File: src/include/axiBridgeDefs.svh
// AXI bridge field widths and codes
`ifndef AXI_BRIDGE_DEFS_SVH
`define AXI_BRIDGE_DEFS_SVH

// fixed 32-bit data path
localparam int dataWidth = 32;
localparam int strbWidth = dataWidth / 8;
localparam int laneBits  = 2;   // address bits that pick a byte lane
localparam int lenWidth  = 4;   // AXI3 burst length field

localparam logic [1:0] burstFixed = 2'b00;
localparam logic [1:0] burstIncr  = 2'b01;

localparam logic [1:0] respOkay   = 2'b00;
localparam logic [1:0] respSlvErr = 2'b10;

`endif

File: src/rtl/axiBridgePkg.sv
// AXI bridge shared package
`default_nettype none

package axiBridgePkg;

  // default widths, overridden through module parameters
  localparam int idWidth   = 8;
  localparam int addrWidth = 32;

  `include "axiBridgeDefs.svh"

  // write channel controller states
  typedef enum logic [2:0] {
    wsIdle,
    wsAccept,    // AWREADY pulse, counter load
    wsData,      // waiting for a W beat
    wsReq,       // REQ high until ACK seen
    wsRelease,   // waiting for ACK to fall
    wsResp       // BVALID held until BREADY
  } writeStateT;

  // read channel controller states
  typedef enum logic [2:0] {
    rsIdle,
    rsAccept,
    rsReq,
    rsRelease,
    rsBeat       // RVALID held until RREADY
  } readStateT;

endpackage

`default_nettype wire

File: src/rtl/transferPort.sv
// transfer port arbiter and ACK synchronizer
`timescale 1ns/10ps
`default_nettype none

module transferPort import axiBridgePkg::*; #(
  parameter int addrWidth = axiBridgePkg::addrWidth
) (
  input  wire                  ACLK,
  input  wire                  ARESETn,
  input  wire                  AWVALID,
  input  wire                  ARVALID,
  input  wire                  wrDone,
  input  wire                  rdDone,
  input  wire                  wrReq,
  input  wire [addrWidth-1:0]  wrAddr,
  input  wire [dataWidth-1:0]  wrData,
  input  wire [strbWidth-1:0]  wrBe,
  input  wire                  rdReq,
  input  wire [addrWidth-1:0]  rdAddr,
  input  wire [strbWidth-1:0]  rdBe,
  input  wire                  ACK,
  output logic                 wrGrant,
  output logic                 rdGrant,
  output logic                 ackSync,
  output logic                 REQ,
  output logic [addrWidth-1:0] ADDR,
  output logic                 WR,
  output logic [dataWidth-1:0] DATAW,
  output logic [strbWidth-1:0] BE
);

  logic ackMeta;   // first synchronizer stage

  always_ff @(posedge ACLK or negedge ARESETn) begin
    if (!ARESETn) begin
      ackMeta <= 1'b0;
      ackSync <= 1'b0;
    end else begin
      ackMeta <= ACK;
      ackSync <= ackMeta;
    end
  end

  // -------------------------------------------------------------------------
  // grant, write first, held until the owner's done strobe
  // -------------------------------------------------------------------------
  always_ff @(posedge ACLK or negedge ARESETn) begin
    if (!ARESETn) begin
      wrGrant <= 1'b0;
      rdGrant <= 1'b0;
    end else if (wrGrant) begin
      if (wrDone) wrGrant <= 1'b0;
    end else if (rdGrant) begin
      if (rdDone) rdGrant <= 1'b0;
    end else if (AWVALID) begin
      wrGrant <= 1'b1;
    end else if (ARVALID) begin
      rdGrant <= 1'b1;
    end
  end

  always_comb begin
    REQ   = 1'b0;   // idle port
    ADDR  = '0;
    WR    = 1'b0;
    DATAW = '0;
    BE    = '0;
    if (wrGrant) begin
      REQ   = wrReq;
      ADDR  = wrAddr;
      WR    = 1'b1;
      DATAW = wrData;
      BE    = wrBe;
    end else if (rdGrant) begin
      REQ  = rdReq;
      ADDR = rdAddr;
      BE   = rdBe;
    end
  end

endmodule

`default_nettype wire

File: src/rtl/burstAddressCounter.sv
// burst beat counter and address stepper
`timescale 1ns/10ps
`default_nettype none

module burstAddressCounter import axiBridgePkg::*; #(
  parameter int addrWidth = axiBridgePkg::addrWidth
) (
  input  wire                  ACLK,
  input  wire                  ARESETn,
  input  wire                  counterLoad,
  input  wire                  counterAdvance,
  input  wire [addrWidth-1:0]  burstStart,
  input  wire [lenWidth-1:0]   burstLen,
  input  wire [2:0]            burstSize,
  input  wire [1:0]            burstType,
  output logic [addrWidth-1:0] beatAddr,
  output logic                 lastBeat
);

  logic [lenWidth-1:0]  beatCount;
  logic [addrWidth-1:0] nextAddr;

  // fixed keeps the address, narrow incr adds the size, wide incr
  // moves to the next aligned word
  always_comb begin
    nextAddr = beatAddr;
    if (burstType == burstIncr) begin
      if (burstSize < laneBits) nextAddr = beatAddr + (addrWidth'(1) << burstSize);
      else nextAddr = {beatAddr[addrWidth-1:laneBits] + 1'b1, {laneBits{1'b0}}};
    end
  end

  always_ff @(posedge ACLK or negedge ARESETn) begin
    if (!ARESETn) beatCount <= '0;
    else if (counterLoad) beatCount <= '0;
    else if (counterAdvance) beatCount <= beatCount + 1'b1;
  end

  always_ff @(posedge ACLK) begin
    if (counterLoad) beatAddr <= burstStart;
    else if (counterAdvance) beatAddr <= nextAddr;
  end

  assign lastBeat = (beatCount == burstLen);

endmodule

`default_nettype wire

File: src/rtl/writeChannelFsm.sv
// AXI write channel burst controller
`timescale 1ns/10ps
`default_nettype none

module writeChannelFsm import axiBridgePkg::*; #(
  parameter int idWidth   = axiBridgePkg::idWidth,
  parameter int addrWidth = axiBridgePkg::addrWidth
) (
  input  wire                  ACLK,
  input  wire                  ARESETn,
  input  wire                  wrGrant,
  input  wire                  ackSync,
  input  wire [idWidth-1:0]    AWID,
  input  wire [addrWidth-1:0]  AWADDR,
  input  wire [lenWidth-1:0]   AWLEN,
  input  wire [2:0]            AWSIZE,
  input  wire [1:0]            AWBURST,
  output logic                 AWREADY,
  input  wire [idWidth-1:0]    WID,
  input  wire [dataWidth-1:0]  WDATA,
  input  wire [strbWidth-1:0]  WSTRB,
  input  wire                  WLAST,
  input  wire                  WVALID,
  output logic                 WREADY,
  output logic [idWidth-1:0]   BID,
  output logic [1:0]           BRESP,
  output logic                 BVALID,
  input  wire                  BREADY,
  output logic                 wrReq,
  output logic [addrWidth-1:0] wrAddr,
  output logic [dataWidth-1:0] wrData,
  output logic [strbWidth-1:0] wrBe,
  output logic                 wrDone,
  output logic                 counterLoad,
  output logic                 counterAdvance,
  output logic [addrWidth-1:0] burstStart,
  output logic [lenWidth-1:0]  burstLen,
  output logic [2:0]           burstSize,
  output logic [1:0]           burstType,
  input  wire [addrWidth-1:0]  beatAddr,
  input  wire                  lastBeat
);

  writeStateT state;
  logic       respErr;   // sticky for the whole burst

  assign wrAddr         = beatAddr;
  assign counterLoad    = (state == wsAccept);
  assign counterAdvance = (state == wsRelease) && !ackSync && !lastBeat;
  assign wrDone         = (state == wsResp) && BREADY;   // frees the port
  assign BRESP          = respErr ? respSlvErr : respOkay;

  // -------------------------------------------------------------------------
  // control
  // -------------------------------------------------------------------------
  always_ff @(posedge ACLK or negedge ARESETn) begin
    if (!ARESETn) begin
      state   <= wsIdle;
      AWREADY <= 1'b0;
      WREADY  <= 1'b0;
      BVALID  <= 1'b0;
      wrReq   <= 1'b0;
      respErr <= 1'b0;
    end else begin
      case (state)
        wsIdle: if (wrGrant) begin
          AWREADY <= 1'b1;
          state   <= wsAccept;
        end
        wsAccept: begin
          AWREADY <= 1'b0;
          WREADY  <= 1'b1;
          respErr <= 1'b0;
          state   <= wsData;
        end
        wsData: if (WVALID) begin
          WREADY <= 1'b0;
          wrReq  <= 1'b1;
          if ((WID != BID) || (lastBeat && !WLAST)) respErr <= 1'b1;
          state  <= wsReq;
        end
        wsReq: if (ackSync) begin
          wrReq <= 1'b0;
          state <= wsRelease;
        end
        wsRelease: if (!ackSync) begin
          if (lastBeat) begin
            BVALID <= 1'b1;
            state  <= wsResp;
          end else begin
            WREADY <= 1'b1;   // next beat
            state  <= wsData;
          end
        end
        wsResp: if (BREADY) begin
          BVALID <= 1'b0;
          state  <= wsIdle;
        end
        default: state <= wsIdle;
      endcase
    end
  end

  // burst fields and beat payload
  always_ff @(posedge ACLK) begin
    if ((state == wsIdle) && wrGrant) begin
      BID        <= AWID;
      burstStart <= AWADDR;
      burstLen   <= AWLEN;
      burstSize  <= AWSIZE;
      burstType  <= (AWBURST == burstIncr) ? burstIncr : burstFixed;  // wrap acts as fixed
    end
    if ((state == wsData) && WVALID) begin
      wrData <= WDATA;
      wrBe   <= WSTRB;
    end
  end

endmodule

`default_nettype wire

File: src/rtl/readChannelFsm.sv
// AXI read channel burst controller
`timescale 1ns/10ps
`default_nettype none

module readChannelFsm import axiBridgePkg::*; #(
  parameter int idWidth   = axiBridgePkg::idWidth,
  parameter int addrWidth = axiBridgePkg::addrWidth
) (
  input  wire                  ACLK,
  input  wire                  ARESETn,
  input  wire                  rdGrant,
  input  wire                  ackSync,
  input  wire [idWidth-1:0]    ARID,
  input  wire [addrWidth-1:0]  ARADDR,
  input  wire [lenWidth-1:0]   ARLEN,
  input  wire [2:0]            ARSIZE,
  input  wire [1:0]            ARBURST,
  output logic                 ARREADY,
  input  wire [dataWidth-1:0]  DATAR,
  output logic [idWidth-1:0]   RID,
  output logic [dataWidth-1:0] RDATA,
  output logic [1:0]           RRESP,
  output logic                 RLAST,
  output logic                 RVALID,
  input  wire                  RREADY,
  output logic                 rdReq,
  output logic [addrWidth-1:0] rdAddr,
  output logic [strbWidth-1:0] rdBe,
  output logic                 rdDone,
  output logic                 counterLoad,
  output logic                 counterAdvance,
  output logic [addrWidth-1:0] burstStart,
  output logic [lenWidth-1:0]  burstLen,
  output logic [2:0]           burstSize,
  output logic [1:0]           burstType,
  input  wire [addrWidth-1:0]  beatAddr,
  input  wire                  lastBeat
);

  readStateT state;

  // lanes touched by one beat, word size and up takes all lanes
  function automatic logic [strbWidth-1:0] laneEnable(input logic [laneBits-1:0] lane,
                                                      input logic [2:0] size);
    case (size)
      3'd0:    return strbWidth'(1) << lane;
      3'd1:    return strbWidth'(3) << lane;
      default: return '1;
    endcase
  endfunction

  assign rdAddr         = beatAddr;
  assign rdBe           = laneEnable(beatAddr[laneBits-1:0], burstSize);
  assign RRESP          = respOkay;
  assign counterLoad    = (state == rsAccept);
  assign counterAdvance = (state == rsBeat) && RREADY && !lastBeat;
  assign rdDone         = (state == rsBeat) && RREADY && lastBeat;

  // -------------------------------------------------------------------------
  // control
  // -------------------------------------------------------------------------
  always_ff @(posedge ACLK or negedge ARESETn) begin
    if (!ARESETn) begin
      state   <= rsIdle;
      ARREADY <= 1'b0;
      rdReq   <= 1'b0;
      RVALID  <= 1'b0;
      RLAST   <= 1'b0;
    end else begin
      case (state)
        rsIdle: if (rdGrant) begin
          ARREADY <= 1'b1;
          state   <= rsAccept;
        end
        rsAccept: begin
          ARREADY <= 1'b0;
          rdReq   <= 1'b1;   // counter holds the start address next cycle
          state   <= rsReq;
        end
        rsReq: if (ackSync) begin
          rdReq <= 1'b0;
          state <= rsRelease;
        end
        rsRelease: if (!ackSync) begin
          RVALID <= 1'b1;
          RLAST  <= lastBeat;
          state  <= rsBeat;
        end
        rsBeat: if (RREADY) begin
          RVALID <= 1'b0;
          RLAST  <= 1'b0;
          if (lastBeat) begin
            state <= rsIdle;
          end else begin
            rdReq <= 1'b1;
            state <= rsReq;
          end
        end
        default: state <= rsIdle;
      endcase
    end
  end

  always_ff @(posedge ACLK) begin
    if ((state == rsIdle) && rdGrant) begin
      RID        <= ARID;
      burstStart <= ARADDR;
      burstLen   <= ARLEN;
      burstSize  <= ARSIZE;
      burstType  <= (ARBURST == burstIncr) ? burstIncr : burstFixed;
    end
    if ((state == rsReq) && ackSync) RDATA <= DATAR;   // ACK still high here
  end

endmodule

`default_nettype wire

File: src/rtl/axiApbBridge.sv
// AXI to APB bridge front end
`timescale 1ns/10ps
`default_nettype none

module axiApbBridge import axiBridgePkg::*; #(
  parameter int idWidth   = axiBridgePkg::idWidth,
  parameter int addrWidth = axiBridgePkg::addrWidth
) (
  input  wire                  ACLK,
  input  wire                  ARESETn,
  // write address, data and response
  input  wire [idWidth-1:0]    AWID,
  input  wire [addrWidth-1:0]  AWADDR,
  input  wire [lenWidth-1:0]   AWLEN,
  input  wire [2:0]            AWSIZE,
  input  wire [1:0]            AWBURST,
  input  wire                  AWVALID,
  output logic                 AWREADY,
  input  wire [idWidth-1:0]    WID,
  input  wire [dataWidth-1:0]  WDATA,
  input  wire [strbWidth-1:0]  WSTRB,
  input  wire                  WLAST,
  input  wire                  WVALID,
  output logic                 WREADY,
  output logic [idWidth-1:0]   BID,
  output logic [1:0]           BRESP,
  output logic                 BVALID,
  input  wire                  BREADY,
  // read address and data
  input  wire [idWidth-1:0]    ARID,
  input  wire [addrWidth-1:0]  ARADDR,
  input  wire [lenWidth-1:0]   ARLEN,
  input  wire [2:0]            ARSIZE,
  input  wire [1:0]            ARBURST,
  input  wire                  ARVALID,
  output logic                 ARREADY,
  output logic [idWidth-1:0]   RID,
  output logic [dataWidth-1:0] RDATA,
  output logic [1:0]           RRESP,
  output logic                 RLAST,
  output logic                 RVALID,
  input  wire                  RREADY,
  // transfer port toward the APB side
  output logic                 REQ,
  input  wire                  ACK,
  output logic [addrWidth-1:0] ADDR,
  output logic                 WR,
  output logic [dataWidth-1:0] DATAW,
  input  wire [dataWidth-1:0]  DATAR,
  output logic [strbWidth-1:0] BE
);

  // -------------------------------------------------------------------------
  // internal nets
  // -------------------------------------------------------------------------
  logic                 wrGrant, rdGrant, ackSync;
  logic                 wrDone, rdDone;
  logic                 wrReq, rdReq;
  logic [addrWidth-1:0] wrAddr, rdAddr;
  logic [dataWidth-1:0] wrData;
  logic [strbWidth-1:0] wrBe, rdBe;

  logic                 wrLoad, wrAdvance, wrLastBeat;
  logic [addrWidth-1:0] wrStart, wrBeatAddr;
  logic [lenWidth-1:0]  wrLen;
  logic [2:0]           wrSize;
  logic [1:0]           wrType;

  logic                 rdLoad, rdAdvance, rdLastBeat;
  logic [addrWidth-1:0] rdStart, rdBeatAddr;
  logic [lenWidth-1:0]  rdLen;
  logic [2:0]           rdSize;
  logic [1:0]           rdType;

  // -------------------------------------------------------------------------
  // write side
  // -------------------------------------------------------------------------
  writeChannelFsm #(.idWidth(idWidth), .addrWidth(addrWidth)) uWrite (
    .ACLK(ACLK), .ARESETn(ARESETn), .wrGrant(wrGrant), .ackSync(ackSync),
    .AWID(AWID), .AWADDR(AWADDR), .AWLEN(AWLEN), .AWSIZE(AWSIZE),
    .AWBURST(AWBURST), .AWREADY(AWREADY),
    .WID(WID), .WDATA(WDATA), .WSTRB(WSTRB), .WLAST(WLAST), .WVALID(WVALID),
    .WREADY(WREADY), .BID(BID), .BRESP(BRESP), .BVALID(BVALID), .BREADY(BREADY),
    .wrReq(wrReq), .wrAddr(wrAddr), .wrData(wrData), .wrBe(wrBe), .wrDone(wrDone),
    .counterLoad(wrLoad), .counterAdvance(wrAdvance), .burstStart(wrStart),
    .burstLen(wrLen), .burstSize(wrSize), .burstType(wrType),
    .beatAddr(wrBeatAddr), .lastBeat(wrLastBeat)
  );

  burstAddressCounter #(.addrWidth(addrWidth)) uWrCounter (
    .ACLK(ACLK), .ARESETn(ARESETn), .counterLoad(wrLoad), .counterAdvance(wrAdvance),
    .burstStart(wrStart), .burstLen(wrLen), .burstSize(wrSize), .burstType(wrType),
    .beatAddr(wrBeatAddr), .lastBeat(wrLastBeat)
  );

  // -------------------------------------------------------------------------
  // read side
  // -------------------------------------------------------------------------
  readChannelFsm #(.idWidth(idWidth), .addrWidth(addrWidth)) uRead (
    .ACLK(ACLK), .ARESETn(ARESETn), .rdGrant(rdGrant), .ackSync(ackSync),
    .ARID(ARID), .ARADDR(ARADDR), .ARLEN(ARLEN), .ARSIZE(ARSIZE),
    .ARBURST(ARBURST), .ARREADY(ARREADY), .DATAR(DATAR),
    .RID(RID), .RDATA(RDATA), .RRESP(RRESP), .RLAST(RLAST), .RVALID(RVALID),
    .RREADY(RREADY), .rdReq(rdReq), .rdAddr(rdAddr), .rdBe(rdBe), .rdDone(rdDone),
    .counterLoad(rdLoad), .counterAdvance(rdAdvance), .burstStart(rdStart),
    .burstLen(rdLen), .burstSize(rdSize), .burstType(rdType),
    .beatAddr(rdBeatAddr), .lastBeat(rdLastBeat)
  );

  burstAddressCounter #(.addrWidth(addrWidth)) uRdCounter (
    .ACLK(ACLK), .ARESETn(ARESETn), .counterLoad(rdLoad), .counterAdvance(rdAdvance),
    .burstStart(rdStart), .burstLen(rdLen), .burstSize(rdSize), .burstType(rdType),
    .beatAddr(rdBeatAddr), .lastBeat(rdLastBeat)
  );

  // -------------------------------------------------------------------------
  // arbitration and REQ/ACK port
  // -------------------------------------------------------------------------
  transferPort #(.addrWidth(addrWidth)) uPort (
    .ACLK(ACLK), .ARESETn(ARESETn), .AWVALID(AWVALID), .ARVALID(ARVALID),
    .wrDone(wrDone), .rdDone(rdDone), .wrReq(wrReq), .wrAddr(wrAddr),
    .wrData(wrData), .wrBe(wrBe), .rdReq(rdReq), .rdAddr(rdAddr), .rdBe(rdBe),
    .ACK(ACK), .wrGrant(wrGrant), .rdGrant(rdGrant), .ackSync(ackSync),
    .REQ(REQ), .ADDR(ADDR), .WR(WR), .DATAW(DATAW), .BE(BE)
  );

endmodule

`default_nettype wire

File: config.mk
export PLATFORM = sky130hd
export DESIGN_NAME = axiApbBridge
export DESIGN_NICKNAME = d
export VERILOG_FILES = /design/src/rtl/axiBridgePkg.sv /design/src/rtl/transferPort.sv /design/src/rtl/burstAddressCounter.sv /design/src/rtl/writeChannelFsm.sv /design/src/rtl/readChannelFsm.sv /design/src/rtl/axiApbBridge.sv
export VERILOG_INCLUDE_DIRS = /design/src /design/src/include
export SDC_FILE = /design/constraint.sdc
export NUM_CORES = 1
export LEC_CHECK = 0
export BUFFER_PORTS_ARGS = -buffer_cell sky130_fd_sc_hd__buf_2
export CAP_MARGIN = 15
export CORE_ASPECT_RATIO = 2
export CORE_MARGIN = 2
export CORE_UTILIZATION = 40
export DETAILED_ROUTE_END_ITERATION = 10
export GPL_ROUTABILITY_DRIVEN = 0
export GPL_TIMING_DRIVEN = 0
export PLACE_DENSITY = 0.75
export SETUP_SLACK_MARGIN = 0.05
export SLEW_MARGIN = 40
export SYNTH_ARGS = -nofsm -noshare
export SYNTH_HDL_FRONTEND = slang
export SYNTH_SLANG_ARGS = --single-unit
File: constraint.sdc
create_clock -name ACLK -period 7.4 [get_ports ACLK]
set_input_delay 0 -clock ACLK [delete_from_list [all_inputs] [get_ports ACLK]]
set_output_delay 0 -clock ACLK [all_outputs]
set_load 0.02 [all_outputs]
==> flow_metrics.tcl <==
set metrics [dict create \
    netlist_area_sq_mm 0.0119 \
    rsz0062_at_grt "false" \
    drt_iter0_drc 519 \
    cp_max_fo 10 \
    p_leak_nw 6.75 \
    netlist_top_cells_count "228 x edfxtp_1, 92 x nand2_1, 57 x nor2_1" \
    clock_skew_ps 22.7 \
    dieArea_sq_mm 0.0313 \
    clockBufferDepth 3 \
    setup_viol 0 \
    grt_pass1_vias 10660 \
    first_pass_iters 8 \
    die_w_um 126 \
    ys_seq_elements 255 \
    via_per_inst 5.28 \
    antenna_found_initial 1 \
    ios 311 \
    crit_path_start_kind "flip-flop" \
    relSlewSlack_pct 47.4 \
    gr-total-overflow 0 \
    coreArea_sq_mm 0.0295 \
    tightest_slew_ps 786 \
    fin_tns_setup_ps 0 \
    drv_cap 0 \
    syn_inst 960 \
    yosys_warnings 0 \
    wl_per_cell_um 19.4 \
    drive_gt1_share_pct 26.6 \
    root_buffer "clkbuf_16" \
    fin_nets 1695 \
    arrival_ps 4090 \
    io_buffers 307 \
    yosys.area.top_type "edfxtp_1" \
    via_count 9887 \
    area_delta_synth_final_pct 40.2 \
    max_clock_freq_mhz 270 \
    vdd_drop_max_v 0.000277 \
    syn_avg_cell_area_sq_um 12.4 \
    slew_violations 0 \
    clkTransAtPathRegs_ps 70 \
    status "finished, final reports clean" \
    layout_setup_ws_ps 3700 \
    cts_num_sinks 255 \
    dp.final_hpwl_um 25800 \
    layoutNonFillerInstCount 1874 \
    synth_ff_type "edfxtp_1" \
    cts.htree.levels 1 \
    cts.repair.resized 0 \
    dpl_worst_slack_ps 3730 \
    dp.cells 1653 \
    period_minus_slack_ps 3700 \
    numCtsBuffers 25 \
    hp-class "in -> async" \
    finalCritPeriodShare_pct 50.0 \
    clk_latency_ps 550 \
    drcViolationCount 0 \
    rows 89 \
    synth_most_common_cell "edfxtp_1" \
    synth-edff-count 228 \
    final_util_pct 56.8 \
    routed_wl_um 36300 \
    grt_pass1_wl_um 56100 \
    power-per-cell-area_mw_per_mm2 378 \
    synth_top_area_share_pct 57.3 \
    ant_nets 0 \
    hold_viol_final 0 \
    crit_path_end_kind "flip-flop" \
    grt_usage_pct 22.7 \
    initial_core_util_pct 40.5 \
    required_ps 7790 \
    crit_type "reg -> reg" \
    die_y_um 248 \
    yosys-top-cells-area "edfxtp_1 57%, dfrtp_1 5.7%, nand2_1 2.9%" \
    grt_max_degree 28 \
    synthArstFlopShare_pct 10.6 \
    yosysUniqueCellTypes 73 \
    ys_seq_area_share_pct 63.0 \
    tritoncts "built" \
]
## layout make-up
class                   instances  area [sq um]
diodes                          1          2.50
plain buffers                  53           236
clock buffers                  34           743
clock inverters                11          76.3
fillers                      2396         12800
inverters                      13          48.8
multi-input cells             641          4200
flip-flops and latches        255          7520
well taps                     364           455
repair buffers                502          3470
## metrics by stage
step | area [sq um] | power, mW | hold slack [ps]
after CTS | 16800 | 6.31 | 22.4
after detailed placement | 14200 | 4.95 | 51.4
final | 16800 | 6.33 | 1.89
after floorplan | 12000 | 4.01 | -296
after global routing | 16800 | 6.65 | 56.8
after global placement | 13900 | 4.83 | 54.4
## layer usage
metal	global-route usage (%)	vias to the layer above	part of all wire (%)
li1	-	4646	-
met1	23.1	4715	34
met2	42.1	398	54
met3	3.98	128	5.3
met4	14.0	0	6.5
met5	0	-	0
## placed cells by master (no fill, tap or decap), types with 27 or more instances in the layout
master         synthesis  final
clkbuf_16              0     28
nor2_1                57     56
dfrtp_1               27     27
o21ai_1               42     42
xor2_1                38     38
a22o_1                35     35
nand2_1               92     91
and2_1                41     41
xnor2_1               36     36
clkbuf_1              38     42
o21ai_0               28     27
dlygate4sd3_1          0    175
a21oi_1               32     32
edfxtp_1             228    228
buf_2                  6    325
## registers in the layout, summed over array words and instances (netlist names), 3 cells and up
signal / cells
uRead.state: 3
uRdCounter.beatCount: 4
uWrite.burstSize: 3
uWrCounter.beatCount: 4
uWrite.wrBe: 4
uRdCounter.beatAddr: 32
uRead.RID: 8
uWrCounter.beatAddr: 32
uRead.burstLen: 4
uRead.burstSize: 3
uWrite.wrData: 32
uWrite.BID: 8
uWrite.burstStart: 32
uWrite.state: 3
uRead.RDATA: 32
uRead.burstStart: 32
uWrite.burstLen: 4
## power by group
| group | switching, mW | total (mW) | leakage, nW | internal, mW |
|---|---|---|---|---|
| combinational | 1.66 | 2.60 | 3.91 | 0.944 |
| clock | 0.568 | 1.28 | 0.397 | 0.710 |
| sequential | 0.301 | 2.45 | 2.44 | 2.15 |
| total | 2.53 | 6.33 | 6.75 | 3.80 |
## final timing paths
path                                     startpoint                      end  slack (ps)  cells past startpoint
worst max-delay path            uWrite.burstSize[2]  uWrCounter.beatAddr[22]        3700                     12
worst min-delay path                        ARESETn           uWrite.respErr           2                      2
worst max register to register  uWrite.burstSize[2]  uWrCounter.beatAddr[22]        3700                     12
worst min register to register        uPort.ackMeta            uPort.ackSync         390                      0
max in group asynchronous                   ARESETn  uRdCounter.beatCount[2]        6970                      2
min in group ACLK                               ACK            uPort.ackMeta         100                      2
## cells by family (layout without fill, tap and decap cells)
logic type,count (synthesis),count (layout),synth area share (%)
xor+xnor,74,74,5.43
simple gates,323,323,14.2
mux,11,11,0.943
compound gates,208,208,11.7
flops,255,255,63.0
other cells,1,4,0.0314
buf+inv,66,613,2.39
fa+ha+maj,22,22,2.35
## critical path, stage by stage (launching register included)
cell and delay, ps:
edfxtp_1 410, buf_4 190, nor2_4 210, buf_1 440, nand2_1 180, fa_1 460, nor2b_1 180, o21ai_1 100
a21boi_2 410, o211ai_1 230, buf_2 230, or3_1 350, a31oi_1 160
## repair_timing
item                      CTS  global route
hold endpoints to repair  203             0
setup buffers               0             0
hold buffers              175             0
No activity file was read; power rests on OpenSTA's default activity.
